<file path="src/include/rr_settings.svh">
`ifndef RR_SETTINGS_SVH
`define RR_SETTINGS_SVH

////////////////////////////////////////
// host channels
////////////////////////////////////////

// request address, covers the register file and some out of range space
`define RR_ADDR_W 8
// data on both the request and the response
`define RR_DATA_W 32

////////////////////////////////////////
// logging path
////////////////////////////////////////

// per channel sequence number, wraps silently
`define RR_SEQ_W 16
// trace buffer entries
`define RR_TRACE_DEPTH 16
// fill level has to reach the full depth
`define RR_LEVEL_W ($clog2(`RR_TRACE_DEPTH + 1))
// wider of the two beats, 1 + addr + data for a request
`define RR_PAYLOAD_W 41

// registers in the demo user logic
`define RR_REG_CNT 16

`endif

</file>
<file path="src/rr_pkg.sv">
`default_nettype none

`include "rr_settings.svh"

package rr_pkg;

  // host request opcode
  typedef enum logic {
    RR_OP_READ  = 1'b0,
    RR_OP_WRITE = 1'b1
  } rr_op_e;

  // source channel of a log entry
  typedef enum logic {
    RR_CHAN_REQ = 1'b0,
    RR_CHAN_RSP = 1'b1
  } rr_chan_e;

  // request beat, op sits in the msb
  typedef struct packed {
    rr_op_e                op;
    logic [`RR_ADDR_W-1:0] addr;
    logic [`RR_DATA_W-1:0] data;
  } rr_req_t;

  // response beat
  // err is set for an address past the register file
  typedef struct packed {
    logic                  err;
    logic [`RR_DATA_W-1:0] data;
  } rr_rsp_t;

  // log payload
  // requests fill it completely, responses sit in the low bits
  typedef logic [`RR_PAYLOAD_W-1:0] rr_payload_t;

endpackage

`default_nettype wire

</file>
<file path="src/rr_log_if.sv">
`default_nettype none

`include "rr_settings.svh"

// one log stream, valid/ready handshake
// a transfer happens on an edge with valid and ready both high
interface rr_log_if;

  logic                    valid;
  logic                    ready;
  // channel id, same encoding as rr_chan_e
  logic                    chan;
  logic [`RR_SEQ_W-1:0]    seq;
  logic [`RR_PAYLOAD_W-1:0] payload;

  // producer of entries, valid never waits on ready
  modport source (
    output valid, chan, seq, payload,
    input  ready
  );

  modport sink (
    input  valid, chan, seq, payload,
    output ready
  );

  // passive observer
  modport monitor (
    input valid, ready, chan, seq, payload
  );

endinterface

`default_nettype wire

</file>
<file path="src/rr_channel_recorder.sv">
`default_nettype none

`include "rr_settings.svh"

module rr_channel_recorder
  import rr_pkg::*;
#(
  parameter int unsigned PAYLOAD_W = `RR_PAYLOAD_W,
  parameter rr_chan_e    CHAN      = RR_CHAN_REQ
) (
  input  logic                 clk,
  input  logic                 rst_n,
  input  logic                 record_en,
  // upstream side
  input  logic                 in_valid,
  output logic                 in_ready,
  input  logic [PAYLOAD_W-1:0] in_payload,
  // downstream side
  output logic                 out_valid,
  input  logic                 out_ready,
  output logic [PAYLOAD_W-1:0] out_payload,
  // log entries
  rr_log_if.source             log
);

  logic                 path_ok;
  logic                 log_fire;
  logic [`RR_SEQ_W-1:0] seq_q;
  rr_payload_t          log_payload;

  ////////////////////////////////////////
  // channel pass-through
  ////////////////////////////////////////

  // with recording on the log must take the entry in the same cycle
  assign path_ok = !record_en || log.ready;

  assign out_valid   = in_valid && path_ok;
  assign in_ready    = out_ready && path_ok;
  assign out_payload = in_payload;

  ////////////////////////////////////////
  // log side
  ////////////////////////////////////////

  // valid depends only on the channel, never on log ready
  assign log.valid = record_en && in_valid && out_ready;
  assign log_fire  = log.valid && log.ready;

  // zero extend the beat into the common payload
  always_comb begin
    log_payload                = '0;
    log_payload[PAYLOAD_W-1:0] = in_payload;
  end

  assign log.payload = log_payload;
  assign log.chan    = CHAN;
  assign log.seq     = seq_q;

  // counts recorded beats only
  always_ff @(posedge clk or negedge rst_n) begin
    if (!rst_n) begin
      seq_q <= '0;
    end else if (log_fire) begin
      seq_q <= seq_q + 1'b1;
    end
  end

  // an entry leaves only for a beat that crossed the recorder while recording
  assert property (@(posedge clk) disable iff (!rst_n)
    log_fire |-> (record_en && in_valid && in_ready && out_valid))
  else $error("log entry without a recorded beat, chan %0d", CHAN);

endmodule

`default_nettype wire

</file>
<file path="src/rr_log_arbiter.sv">
`default_nettype none

`include "rr_settings.svh"

module rr_log_arbiter
  import rr_pkg::*;
(
  input  logic     clk,
  input  logic     rst_n,
  rr_log_if.sink   in_a,
  rr_log_if.sink   in_b,
  rr_log_if.source out
);

  logic                 can_load;
  logic                 take_a;
  logic                 take_b;
  logic                 contended;
  // a wins the next contended grant
  logic                 prio_a_q;
  logic                 out_valid_q;
  rr_chan_e             out_chan_q;
  logic [`RR_SEQ_W-1:0] out_seq_q;
  rr_payload_t          out_payload_q;

  ////////////////////////////////////////
  // grant
  ////////////////////////////////////////

  // register empty or draining this cycle
  assign can_load  = !out_valid_q || out.ready;
  assign contended = in_a.valid && in_b.valid;

  // readies use registered state and the other side's valid only
  assign in_a.ready = can_load && (!in_b.valid || prio_a_q);
  assign in_b.ready = can_load && (!in_a.valid || !prio_a_q);

  assign take_a = in_a.valid && in_a.ready;
  assign take_b = in_b.valid && in_b.ready;

  always_ff @(posedge clk or negedge rst_n) begin
    if (!rst_n) begin
      prio_a_q    <= 1'b1;
      out_valid_q <= 1'b0;
    end else begin
      // hand priority over after each contended grant
      if (contended && can_load) begin
        prio_a_q <= !prio_a_q;
      end
      if (take_a || take_b) begin
        out_valid_q <= 1'b1;
      end else if (out.ready) begin
        out_valid_q <= 1'b0;
      end
    end
  end

  ////////////////////////////////////////
  // output register
  ////////////////////////////////////////

  always_ff @(posedge clk) begin
    if (take_a) begin
      out_chan_q    <= rr_chan_e'(in_a.chan);
      out_seq_q     <= in_a.seq;
      out_payload_q <= in_a.payload;
    end else if (take_b) begin
      out_chan_q    <= rr_chan_e'(in_b.chan);
      out_seq_q     <= in_b.seq;
      out_payload_q <= in_b.payload;
    end
  end

  assign out.valid   = out_valid_q;
  assign out.chan    = out_chan_q;
  assign out.seq     = out_seq_q;
  assign out.payload = out_payload_q;

  // one entry per edge into the single register
  assert property (@(posedge clk) disable iff (!rst_n) !(take_a && take_b))
  else $error("arbiter accepted both log inputs");

endmodule

`default_nettype wire

</file>
<file path="src/rr_trace_buffer.sv">
`default_nettype none

`include "rr_settings.svh"

module rr_trace_buffer
  import rr_pkg::*;
(
  input  logic                   clk,
  input  logic                   rst_n,
  rr_log_if.sink                 in,
  // host drain port
  output logic                   trace_valid,
  input  logic                   trace_ready,
  output rr_chan_e               trace_chan,
  output logic [`RR_SEQ_W-1:0]   trace_seq,
  output rr_payload_t            trace_payload,
  output logic [`RR_LEVEL_W-1:0] trace_level
);

  localparam int unsigned DEPTH = `RR_TRACE_DEPTH;
  localparam int unsigned PTR_W = $clog2(DEPTH);

  // entry storage, no reset
  rr_chan_e             chan_mem    [DEPTH];
  logic [`RR_SEQ_W-1:0] seq_mem     [DEPTH];
  rr_payload_t          payload_mem [DEPTH];

  logic [PTR_W-1:0]       wr_ptr_q;
  logic [PTR_W-1:0]       rd_ptr_q;
  logic [`RR_LEVEL_W-1:0] level_q;
  logic                   push;
  logic                   pop;

  // circular step, also fine for a depth that is not a power of two
  function automatic logic [PTR_W-1:0] ptr_inc(input logic [PTR_W-1:0] ptr);
    logic [PTR_W-1:0] nxt;
    nxt = (ptr == PTR_W'(DEPTH - 1)) ? '0 : ptr + 1'b1;
    return nxt;
  endfunction

  ////////////////////////////////////////
  // handshakes
  ////////////////////////////////////////

  assign in.ready    = (level_q != DEPTH);
  assign trace_valid = (level_q != '0);
  assign push        = in.valid && in.ready;
  assign pop         = trace_valid && trace_ready;

  always_ff @(posedge clk or negedge rst_n) begin
    if (!rst_n) begin
      wr_ptr_q <= '0;
      rd_ptr_q <= '0;
      level_q  <= '0;
    end else begin
      if (push) begin
        wr_ptr_q <= ptr_inc(wr_ptr_q);
      end
      if (pop) begin
        rd_ptr_q <= ptr_inc(rd_ptr_q);
      end
      // occupancy only moves when exactly one side fires
      if (push && !pop) begin
        level_q <= level_q + 1'b1;
      end else if (pop && !push) begin
        level_q <= level_q - 1'b1;
      end
    end
  end

  always_ff @(posedge clk) begin
    if (push) begin
      chan_mem[wr_ptr_q]    <= rr_chan_e'(in.chan);
      seq_mem[wr_ptr_q]     <= in.seq;
      payload_mem[wr_ptr_q] <= in.payload;
    end
  end

  ////////////////////////////////////////
  // read side
  ////////////////////////////////////////

  assign trace_chan    = chan_mem[rd_ptr_q];
  assign trace_seq     = seq_mem[rd_ptr_q];
  assign trace_payload = payload_mem[rd_ptr_q];
  assign trace_level   = level_q;

  // the arbiter must see ready low once the last slot is taken
  assert property (@(posedge clk) disable iff (!rst_n)
    push |-> (level_q < DEPTH))
  else $error("trace buffer push while full, level %0d", level_q);

endmodule

`default_nettype wire

</file>
<file path="src/rr_demo_cl.sv">
`default_nettype none

`include "rr_settings.svh"

module rr_demo_cl
  import rr_pkg::*;
(
  input  logic    clk,
  input  logic    rst_n,
  // request in
  input  logic    req_valid,
  output logic    req_ready,
  input  rr_req_t req,
  // response out
  output logic    rsp_valid,
  input  logic    rsp_ready,
  output rr_rsp_t rsp
);

  localparam int unsigned IDX_W = $clog2(`RR_REG_CNT);

  logic [`RR_DATA_W-1:0] regs_q [`RR_REG_CNT];
  logic                  rsp_valid_q;
  rr_rsp_t               rsp_q;
  logic                  req_fire;
  logic                  rsp_fire;
  logic                  in_range;
  logic [IDX_W-1:0]      idx;

  // one request in flight, next one waits for the response to leave
  assign req_ready = !rsp_valid_q;
  assign req_fire  = req_valid && req_ready;
  assign rsp_fire  = rsp_valid_q && rsp_ready;

  assign in_range = (req.addr < `RR_REG_CNT);
  assign idx      = req.addr[IDX_W-1:0];

  ////////////////////////////////////////
  // register file
  ////////////////////////////////////////

  always_ff @(posedge clk or negedge rst_n) begin
    if (!rst_n) begin
      for (int i = 0; i < `RR_REG_CNT; i++) begin
        regs_q[i] <= '0;
      end
    end else if (req_fire && in_range && (req.op == RR_OP_WRITE)) begin
      regs_q[idx] <= req.data;
    end
  end

  ////////////////////////////////////////
  // response
  ////////////////////////////////////////

  always_ff @(posedge clk or negedge rst_n) begin
    if (!rst_n) begin
      rsp_valid_q <= 1'b0;
    end else if (req_fire) begin
      rsp_valid_q <= 1'b1;
    end else if (rsp_fire) begin
      rsp_valid_q <= 1'b0;
    end
  end

  // held until accepted since req_ready blocks a new load
  always_ff @(posedge clk) begin
    if (req_fire) begin
      if (!in_range) begin
        rsp_q.err  <= 1'b1;
        rsp_q.data <= '0;
      end else begin
        rsp_q.err  <= 1'b0;
        // a write echoes its data, a read returns the old value
        rsp_q.data <= (req.op == RR_OP_WRITE) ? req.data : regs_q[idx];
      end
    end
  end

  assign rsp_valid = rsp_valid_q;
  assign rsp       = rsp_q;

  assert property (@(posedge clk) disable iff (!rst_n)
    (rsp_valid && !rsp_ready) |=> (rsp_valid && $stable(rsp)))
  else $error("demo response changed while stalled");

endmodule

`default_nettype wire

</file>
<file path="src/rr_wrapper.sv">
`default_nettype none

`include "rr_settings.svh"

//  host req ==> [req recorder] ==> rr_demo_cl ==> [rsp recorder] ==> host rsp
//                    |                                  |
//                 req_log                            rsp_log
//                    +---------> rr_log_arbiter <-------+
//                                      |
//                                 merged_log
//                                      |
//                               rr_trace_buffer ==> host trace port
module rr_wrapper
  import rr_pkg::*;
(
  input  logic                   clk,
  input  logic                   rst_n,
  input  logic                   record_en,
  // host request
  input  logic                   req_valid,
  output logic                   req_ready,
  input  rr_op_e                 req_op,
  input  logic [`RR_ADDR_W-1:0]  req_addr,
  input  logic [`RR_DATA_W-1:0]  req_data,
  // host response
  output logic                   rsp_valid,
  input  logic                   rsp_ready,
  output logic [`RR_DATA_W-1:0]  rsp_data,
  output logic                   rsp_err,
  // trace drain
  output logic                   trace_valid,
  input  logic                   trace_ready,
  output rr_chan_e               trace_chan,
  output logic [`RR_SEQ_W-1:0]   trace_seq,
  output rr_payload_t            trace_payload,
  output logic [`RR_LEVEL_W-1:0] trace_level
);

  rr_req_t host_req;
  rr_req_t cl_req;
  logic    cl_req_valid;
  logic    cl_req_ready;
  rr_rsp_t cl_rsp;
  logic    cl_rsp_valid;
  logic    cl_rsp_ready;
  rr_rsp_t host_rsp;

  rr_log_if req_log ();
  rr_log_if rsp_log ();
  rr_log_if merged_log ();

  assign host_req = '{op: req_op, addr: req_addr, data: req_data};
  assign rsp_data = host_rsp.data;
  assign rsp_err  = host_rsp.err;

  ////////////////////////////////////////
  // recorded channels and user logic
  ////////////////////////////////////////

  rr_channel_recorder #(
    .PAYLOAD_W ($bits(rr_req_t)),
    .CHAN      (RR_CHAN_REQ)
  ) req_recorder (
    .clk, .rst_n, .record_en,
    .in_valid    (req_valid),
    .in_ready    (req_ready),
    .in_payload  (host_req),
    .out_valid   (cl_req_valid),
    .out_ready   (cl_req_ready),
    .out_payload (cl_req),
    .log         (req_log)
  );

  rr_demo_cl cl (
    .clk, .rst_n,
    .req_valid (cl_req_valid),
    .req_ready (cl_req_ready),
    .req       (cl_req),
    .rsp_valid (cl_rsp_valid),
    .rsp_ready (cl_rsp_ready),
    .rsp       (cl_rsp)
  );

  rr_channel_recorder #(
    .PAYLOAD_W ($bits(rr_rsp_t)),
    .CHAN      (RR_CHAN_RSP)
  ) rsp_recorder (
    .clk, .rst_n, .record_en,
    .in_valid    (cl_rsp_valid),
    .in_ready    (cl_rsp_ready),
    .in_payload  (cl_rsp),
    .out_valid   (rsp_valid),
    .out_ready   (rsp_ready),
    .out_payload (host_rsp),
    .log         (rsp_log)
  );

  ////////////////////////////////////////
  // log merge and trace storage
  ////////////////////////////////////////

  // requests on input a, a request entry always leads its response
  rr_log_arbiter log_arbiter (
    .clk, .rst_n,
    .in_a (req_log),
    .in_b (rsp_log),
    .out  (merged_log)
  );

  rr_trace_buffer trace_buffer (
    .clk, .rst_n,
    .in            (merged_log),
    .trace_valid,
    .trace_ready,
    .trace_chan,
    .trace_seq,
    .trace_payload,
    .trace_level
  );

endmodule

`default_nettype wire

</file>
<file path="config.mk">
export PLATFORM = sky130hd
export DESIGN_NAME = rr_wrapper
export DESIGN_NICKNAME = d
export VERILOG_FILES = /design/src/rr_pkg.sv /design/src/rr_log_if.sv /design/src/rr_channel_recorder.sv /design/src/rr_log_arbiter.sv /design/src/rr_trace_buffer.sv /design/src/rr_demo_cl.sv /design/src/rr_wrapper.sv
export VERILOG_INCLUDE_DIRS = /design/src /design/src/include
export SDC_FILE = /design/constraint.sdc
export NUM_CORES = 2
export LEC_CHECK = 0
export ABC_AREA = 1
export BUFFER_PORTS_ARGS = -buffer_cell sky130_fd_sc_hd__buf_2
export CAP_MARGIN = 15
export CORE_ASPECT_RATIO = 0.6
export CORE_MARGIN = 4
export CORE_UTILIZATION = 50
export DETAILED_ROUTE_END_ITERATION = 8
export PLACE_DENSITY = 0.66
export SYNTH_ARGS = -nofsm -noshare
export SYNTH_HDL_FRONTEND = slang
export SYNTH_SLANG_ARGS = --single-unit
export TNS_END_PERCENT = 20
</file>
<file path="constraint.sdc">
create_clock -name clk -period 5.2 [get_ports clk]
set_input_delay 0.78 -clock clk [delete_from_list [all_inputs] [get_ports clk]]
set_output_delay 0.78 -clock clk [all_outputs]
set_load 0.05 [all_outputs]
</file>
## Yosys cells after proc, flatten, opt, wreduce, memory -nomap -nowiden

Memories as Yosys holds them, arrays and structs flattened.
Cells that the tools add are included.

| cells by class | value |
|---|---|
| equality and inequality tests | 3 |
| order comparisons | 3 |
| reductions and logical operators | 42 |
| bitwise operators | 1 |
| multiplexer cells | 22 |
| add/subtract/negate cells | 6 |

Operator list:

| operator | count |
|---|---|
| $bwmux W512 | 1 |
| $bmux W32 S4 | 1 |
| $demux W32 S4 | 1 |
| $mux W32 | 4 |
| $mux W41 | 2 |
| $mux W33 | 1 |
| $add A16 B1 Y16 const B | 2 |
| $mux W16 | 2 |
| $logic_and A1 B1 Y1 | 23 |
| $mux W5 | 2 |
| $add A4 B1 Y4 const B | 2 |
| $eq A4 B4 Y1 const B | 2 |
| $logic_not A1 Y1 | 8 |
| $lt A8 B5 Y1 const B | 1 |
| $mux W4 | 2 |
| $reduce_bool A2 Y1 | 4 |
| $logic_or A1 B1 Y1 | 6 |
| $mux W1 | 6 |
| $add A5 B1 Y5 const B | 1 |
| $ge A5 B5 Y1 const B | 1 |
| $lt A5 B1 Y1 const B | 1 |
| $ne A5 B5 Y1 const B | 1 |
| $not A4 Y5 | 1 |
| $reduce_bool A5 Y1 | 1 |
| $sub A5 B1 Y5 const B | 1 |

| storage, ports and cells | value |
|---|---|
| register bits | 651 |
| memories | 3 |
| logic and storage cells | 109 |
| bits in writable memories | 928 |
| output and inout bits | 99 |

Memories:

| name | words | bits a word | read ports | clocked after Yosys merged registers in | write ports | line | text |
|---|---|---|---|---|---|---|---|
| trace_buffer.payload_mem | 16 | 41 | 1 | 0 | 1 | rr_trace_buffer.sv:26 | `rr_payload_t payload_mem [DEPTH];` |
| trace_buffer.seq_mem | 16 | 16 | 1 | 0 | 1 | rr_trace_buffer.sv:25 | `` logic [`RR_SEQ_W-1:0] seq_mem [DEPTH]; `` |
| trace_buffer.chan_mem | 16 | 1 | 1 | 0 | 1 | rr_trace_buffer.sv:24 | `rr_chan_e chan_mem [DEPTH];` |

## Logic depth before layout (Yosys ltp)

| depth | value |
|---|---|
| depth after elaboration | 10 |
| gate-level depth with buffers | 13 |
| depth with buffers taken out | 13 |

## Cells and area by module

Synthesis repeated with hierarchy kept, for this count alone.

| second synthesis, totals | value |
|---|---|
| cell total of the unflattened synthesis | 8028 |
| area, all modules | 72704.7 sq um |

By module, submodules not included:

| module | times used | cells an instance | sequential area each (sq um) | area each (sq um) |
|---|---|---|---|---|
| rr_trace_buffer | 1 | 4083 | 28192.0 | 41202.0 |
| rr_demo_cl | 1 | 3252 | 13828.3 | 25632.1 |
| rr_log_arbiter | 1 | 276 | 1793.0 | 2808.9 |
| rr_channel_recorder (req_recorder) | 1 | 212 | 400.4 | 1559.0 |
| rr_channel_recorder (rsp_recorder) | 1 | 205 | 400.4 | 1502.7 |

## Worst setup path after synthesis

No wires, ideal clock.

| timing path | value |
|---|---|
| path kind | reg-to-reg |
| from | register trace_buffer.level_q[1] (netlist: trace_buffer.trace_level[1]) |
| to | memory trace_buffer.chan_mem[11] (netlist name) (enable) |
| stages on the path, launching flop included | 7 |
| arrival time | 3.678 ns |
| clock period less this slack | 4.152 ns |
| setup slack | 1.048 ns |
| cell sequence | dfrtp_1 nor4_1 nand2_1 nand2_1 clkinv_1 nand2_1 nor2_1 |

| between the ends | value |
|---|---|
| longest elaborated chain between the ends | 4 |

Ends and longest elaborated chain:

| what | line | text |
|---|---|---|
| start, declared | rr_trace_buffer.sv:30 | `` logic [`RR_LEVEL_W-1:0] level_q; `` |
| start signal, assigned | rr_trace_buffer.sv:64 | `level_q <= level_q + 1'b1;` |
| start signal, assigned | rr_trace_buffer.sv:66 | `level_q <= level_q - 1'b1;` |
| $ne A5 B5 Y1 | rr_trace_buffer.sv:45 | `assign in.ready = (level_q != DEPTH);` |
| $logic_and A1 B1 Y1 | rr_trace_buffer.sv:47 | `assign push = in.valid && in.ready;` |
| via trace_buffer.push | rr_trace_buffer.sv:31 | `logic push;` |
| $mux W1 | rr_trace_buffer.sv:72 | `if (push) begin` |
| $mux W1 (implied by the code) | rr_trace_buffer.sv:73 | `chan_mem[wr_ptr_q] <= rr_chan_e'(in.chan);` |
| end, declared | rr_trace_buffer.sv:24 |  |

The timed path passes the listed nets, and every way through them passes these cells.

## Final worst setup path

| timing path | value |
|---|---|
| from | register trace_buffer.rd_ptr_q[2] |
| to | output trace_payload[0] |

| between the ends | value |
|---|---|
| longest elaborated chain between the ends | 1 |

Ends and longest elaborated chain:

| what | line | text |
|---|---|---|
| start, declared | rr_trace_buffer.sv:29 | `logic [PTR_W-1:0] rd_ptr_q;` |
| start signal, assigned | rr_trace_buffer.sv:60 | `rd_ptr_q <= ptr_inc(rd_ptr_q);` |
| $mem_v2 Z16 W41 | - |  |
| end, declared | rr_wrapper.sv:35 | `output rr_payload_t trace_payload,` |

Every way passes these cells.

==> run metrics <==
CTS HTree Levels=4; Sum Neg Setup Slack=0 ns; Lkg Pwr=0.0293 uW; die area=146,000 um^2; initial core utilization=50.3%; routed vias=51,700; DRC=0; slowest CP cell=dfrtp_4; Adder-Cell Fraction of Synth Area=0.243%; min Tclk post-route=4.40 ns; CTS sink cnt=1,579; remaining antenna violation count=0; sequential-to-total area share from yosys stat=63.7%; worst-path maximum fanout=37; synth unique cells=40; PostCTS Resize Cnt=0; synth top area cells=edfxtp_1, dfrtp_1, nand2_1; Pre-Repair DR Iteration Count=6; fraction of layout cells with a size suffix above 1=8.38%; post-synthesis mux area share=0%; Port Buffers=145; number of synthesized flops with an enable pin=1,018; Hold Violations, Final=0; HPWL reported at the end of detailed placement=117 mm; largest area contributor in the netlist=edfxtp_1; Area growth syn-to-layout=9.47%; Max Cap Viol=0; number of synthesized register bits=1,579; Clock Latency Late Sink=0.79 ns; deepest clock path buffer count=3; gr ovfl total=0; CTS tree=built; worst min path class=input port to asynchronous set/reset pin; pin count of the biggest net entering global routing=208; Routability Congestion=0.836; Req. time, crit path=4.42 ns; syn nets=6,791; largest family of logic cells by synthesized area=compound AO/OA/AOI/OAI gates; Worst Clk Skew=0.0238 ns; async set or reset register ratio after synthesis=35.5%; crit path cell chain=buf_4, buf_4, o221ai_1, nand3_1, nand3_1, buf_2; Mapped Avg Cell Area=10.4 um^2; DR WL/cell=25.5 um; hold-fix buffers at CTS=0; first-pass GRT wire length=323 mm; # rows=106; Least-Margin Pin Slew=1.27 ns; Slew HR=15.1%; Post-Place Cell Area=72,000 um^2; Critical Path Start Type=flop; yosys warns=0; final setup vio count=0; Die Height=298 um; fin area=76,700 um^2; clock root buffer=clkbuf_16; antenna violations before repair=15; share of the synthesized area in the top cell type=43.6%; crit end category=output port; DRC marker count from the first detailed-route iteration=7,253; die width=491 um; Worst EP arrival=3.62 ns; compound-gate portion of the synthesized area=14.8%; PD cells=465 nW/um^2; vias in the first global route=48,200; GRT Overall Usage=29.1%; Layout Nets=6,652; Crit Path Class=flop to output port; most frequent cells in the layout=nand2_1, edfxtp_1, nand3_1; Fmax=227 MHz; Slew Viols, Final=0; prevailing post-synth register cell=edfxtp_1; run status=finished clean; Num CTS Buffers=143; total core area=139,000 um^2; I/O pins=146; peak supply drop=0.577 mV; Setup Buffers After CTS=0; Final Cycle Share=84.6%; most common cell after layout, fill and taps aside=nand2_1; mapped cell area=70,100 um^2; final WL=218 mm; Synth Instances=6,731; Post-Synth XOR/XNOR Area=0.400%; Vias/cell=6.04; clock-pin slew on the worst setup and hold paths=0.07 ns; RSZ-0062 raised after global routing=false; Crit path largest cell delay=0.66 ns; Post-Synth Simple-Gate Area=14.0%
cell type report:
| cell class | count | area, um^2 |
|---|---|---|
| inverters | 604 | 2280 |
| clock inverters | 78 | 733 |
| well taps | 1836 | 2300 |
| repair buffers | 262 | 1900 |
| diodes | 3 | 7.51 |
| multi-input cells | 4002 | 20900 |
| clock buffers | 185 | 3940 |
| fillers | 11900 | 62600 |
| flip-flops and latches | 1579 | 44600 |
worst max-delay path, delay by kind of cell (launching register included):
family          cells  cell delay, ns
compound gates      1            0.27
simple gates        2            0.41
buf+inv             3            1.43
flops               1            0.66
synthesized netlist by cell type (6+ instances only):
cell type and number:
nand2_1 1042, edfxtp_1 1018, nand3_1 663, nor2_1 609, inv_1 578, o21ai_0 562
dfrtp_1 559, o21bai_1 512, clkbuf_1 325, o22ai_1 202, a22oi_1 192, buf_2 92
buf_1 72, o221ai_1 72, buf_6 44, o211ai_1 44, xor2_1 25, inv_2 23
nor2_2 14, nor3_1 14, buf_4 13, ha_1 12, o21ai_1 8, xnor2_1 7
nand4_1 6
registers in the layout, indices dropped and copies added, names as in the netlist:
signal,cells
cl.rsp,33
log_arbiter.out.payload,41
trace_buffer.seq_mem,256
trace_buffer.wr_ptr_q,4
log_arbiter.out.valid,1
log_arbiter.out.seq,16
req_recorder.log.seq,16
trace_buffer.trace_level,5
trace_buffer.rd_ptr_q,4
log_arbiter.out.chan,1
log_arbiter.prio_a_q,1
trace_buffer.payload_mem,656
cl.rsp_valid,1
trace_buffer.chan_mem,16
rsp_recorder.log.seq,16
cl.regs_q,512
cells by family (layout without fill, tap and decap cells):
family | Yosys count | in the layout
xor gates and xnor gates | 32 | 32
adders and majority gates | 13 | 13
AOI/OAI and AO/OA | 1599 | 1599
other | 0 | 3
and+or+nand+nor | 2358 | 2358
buffers and inverters | 1150 | 1129
DFF | 1579 | 1579
power by group:
group / leakage, uW / switching (uW) / internal (uW)
Combinational: 0.0126 / 7520 / 2400
Sequential: 0.0144 / 653 / 14300
Clock: 0.00231 / 4890 / 5900
Total: 0.0293 / 13100 / 22600
metal layers:
metal  vias up  share of wire, %  track usage (%)
met5         -             0.047            0.260
met4        10               2.4             8.03
met3       319                13             7.97
met2      3022                41             39.7
met1     25400                43             45.5
li1      22900                 -                -
path summary, 6_finish.rpt:
kind | start | end | slack, ns | cells past startpoint
worst min-delay path | rst_n | cl.regs_q[493] | 0.03 | 1
worst max register to register | trace_buffer.trace_level[0] | trace_buffer.payload_mem[9][14] | 1.69 | 7
worst min register to register | log_arbiter.prio_a_q | log_arbiter.prio_a_q | 0.37 | 0
worst max-delay path | trace_buffer.rd_ptr_q[2] | trace_payload[0] | 0.80 | 6
min in group clk | req_addr[6] | log_arbiter.out.payload[38] | 0.33 | 3
max in group asynchronous | rst_n | trace_buffer.rd_ptr_q[1] | 3.84 | 2
per-stage QoR:
stage,instances,setup slack (ns),hold slack [ns],utilization [%],total power [uW]
after floorplan,6731,1.05,0.433,-,21600
after global placement,8281,1.66,0.363,51.7,24900
after detailed placement,8282,1.65,0.365,51.7,25000
after CTS,8545,0.802,0.0379,55.1,35700
after global routing,8547,0.712,0.0678,55.1,37200
final,8549,0.803,0.0327,55.1,35700
Power figures use the tool's default switching activity.
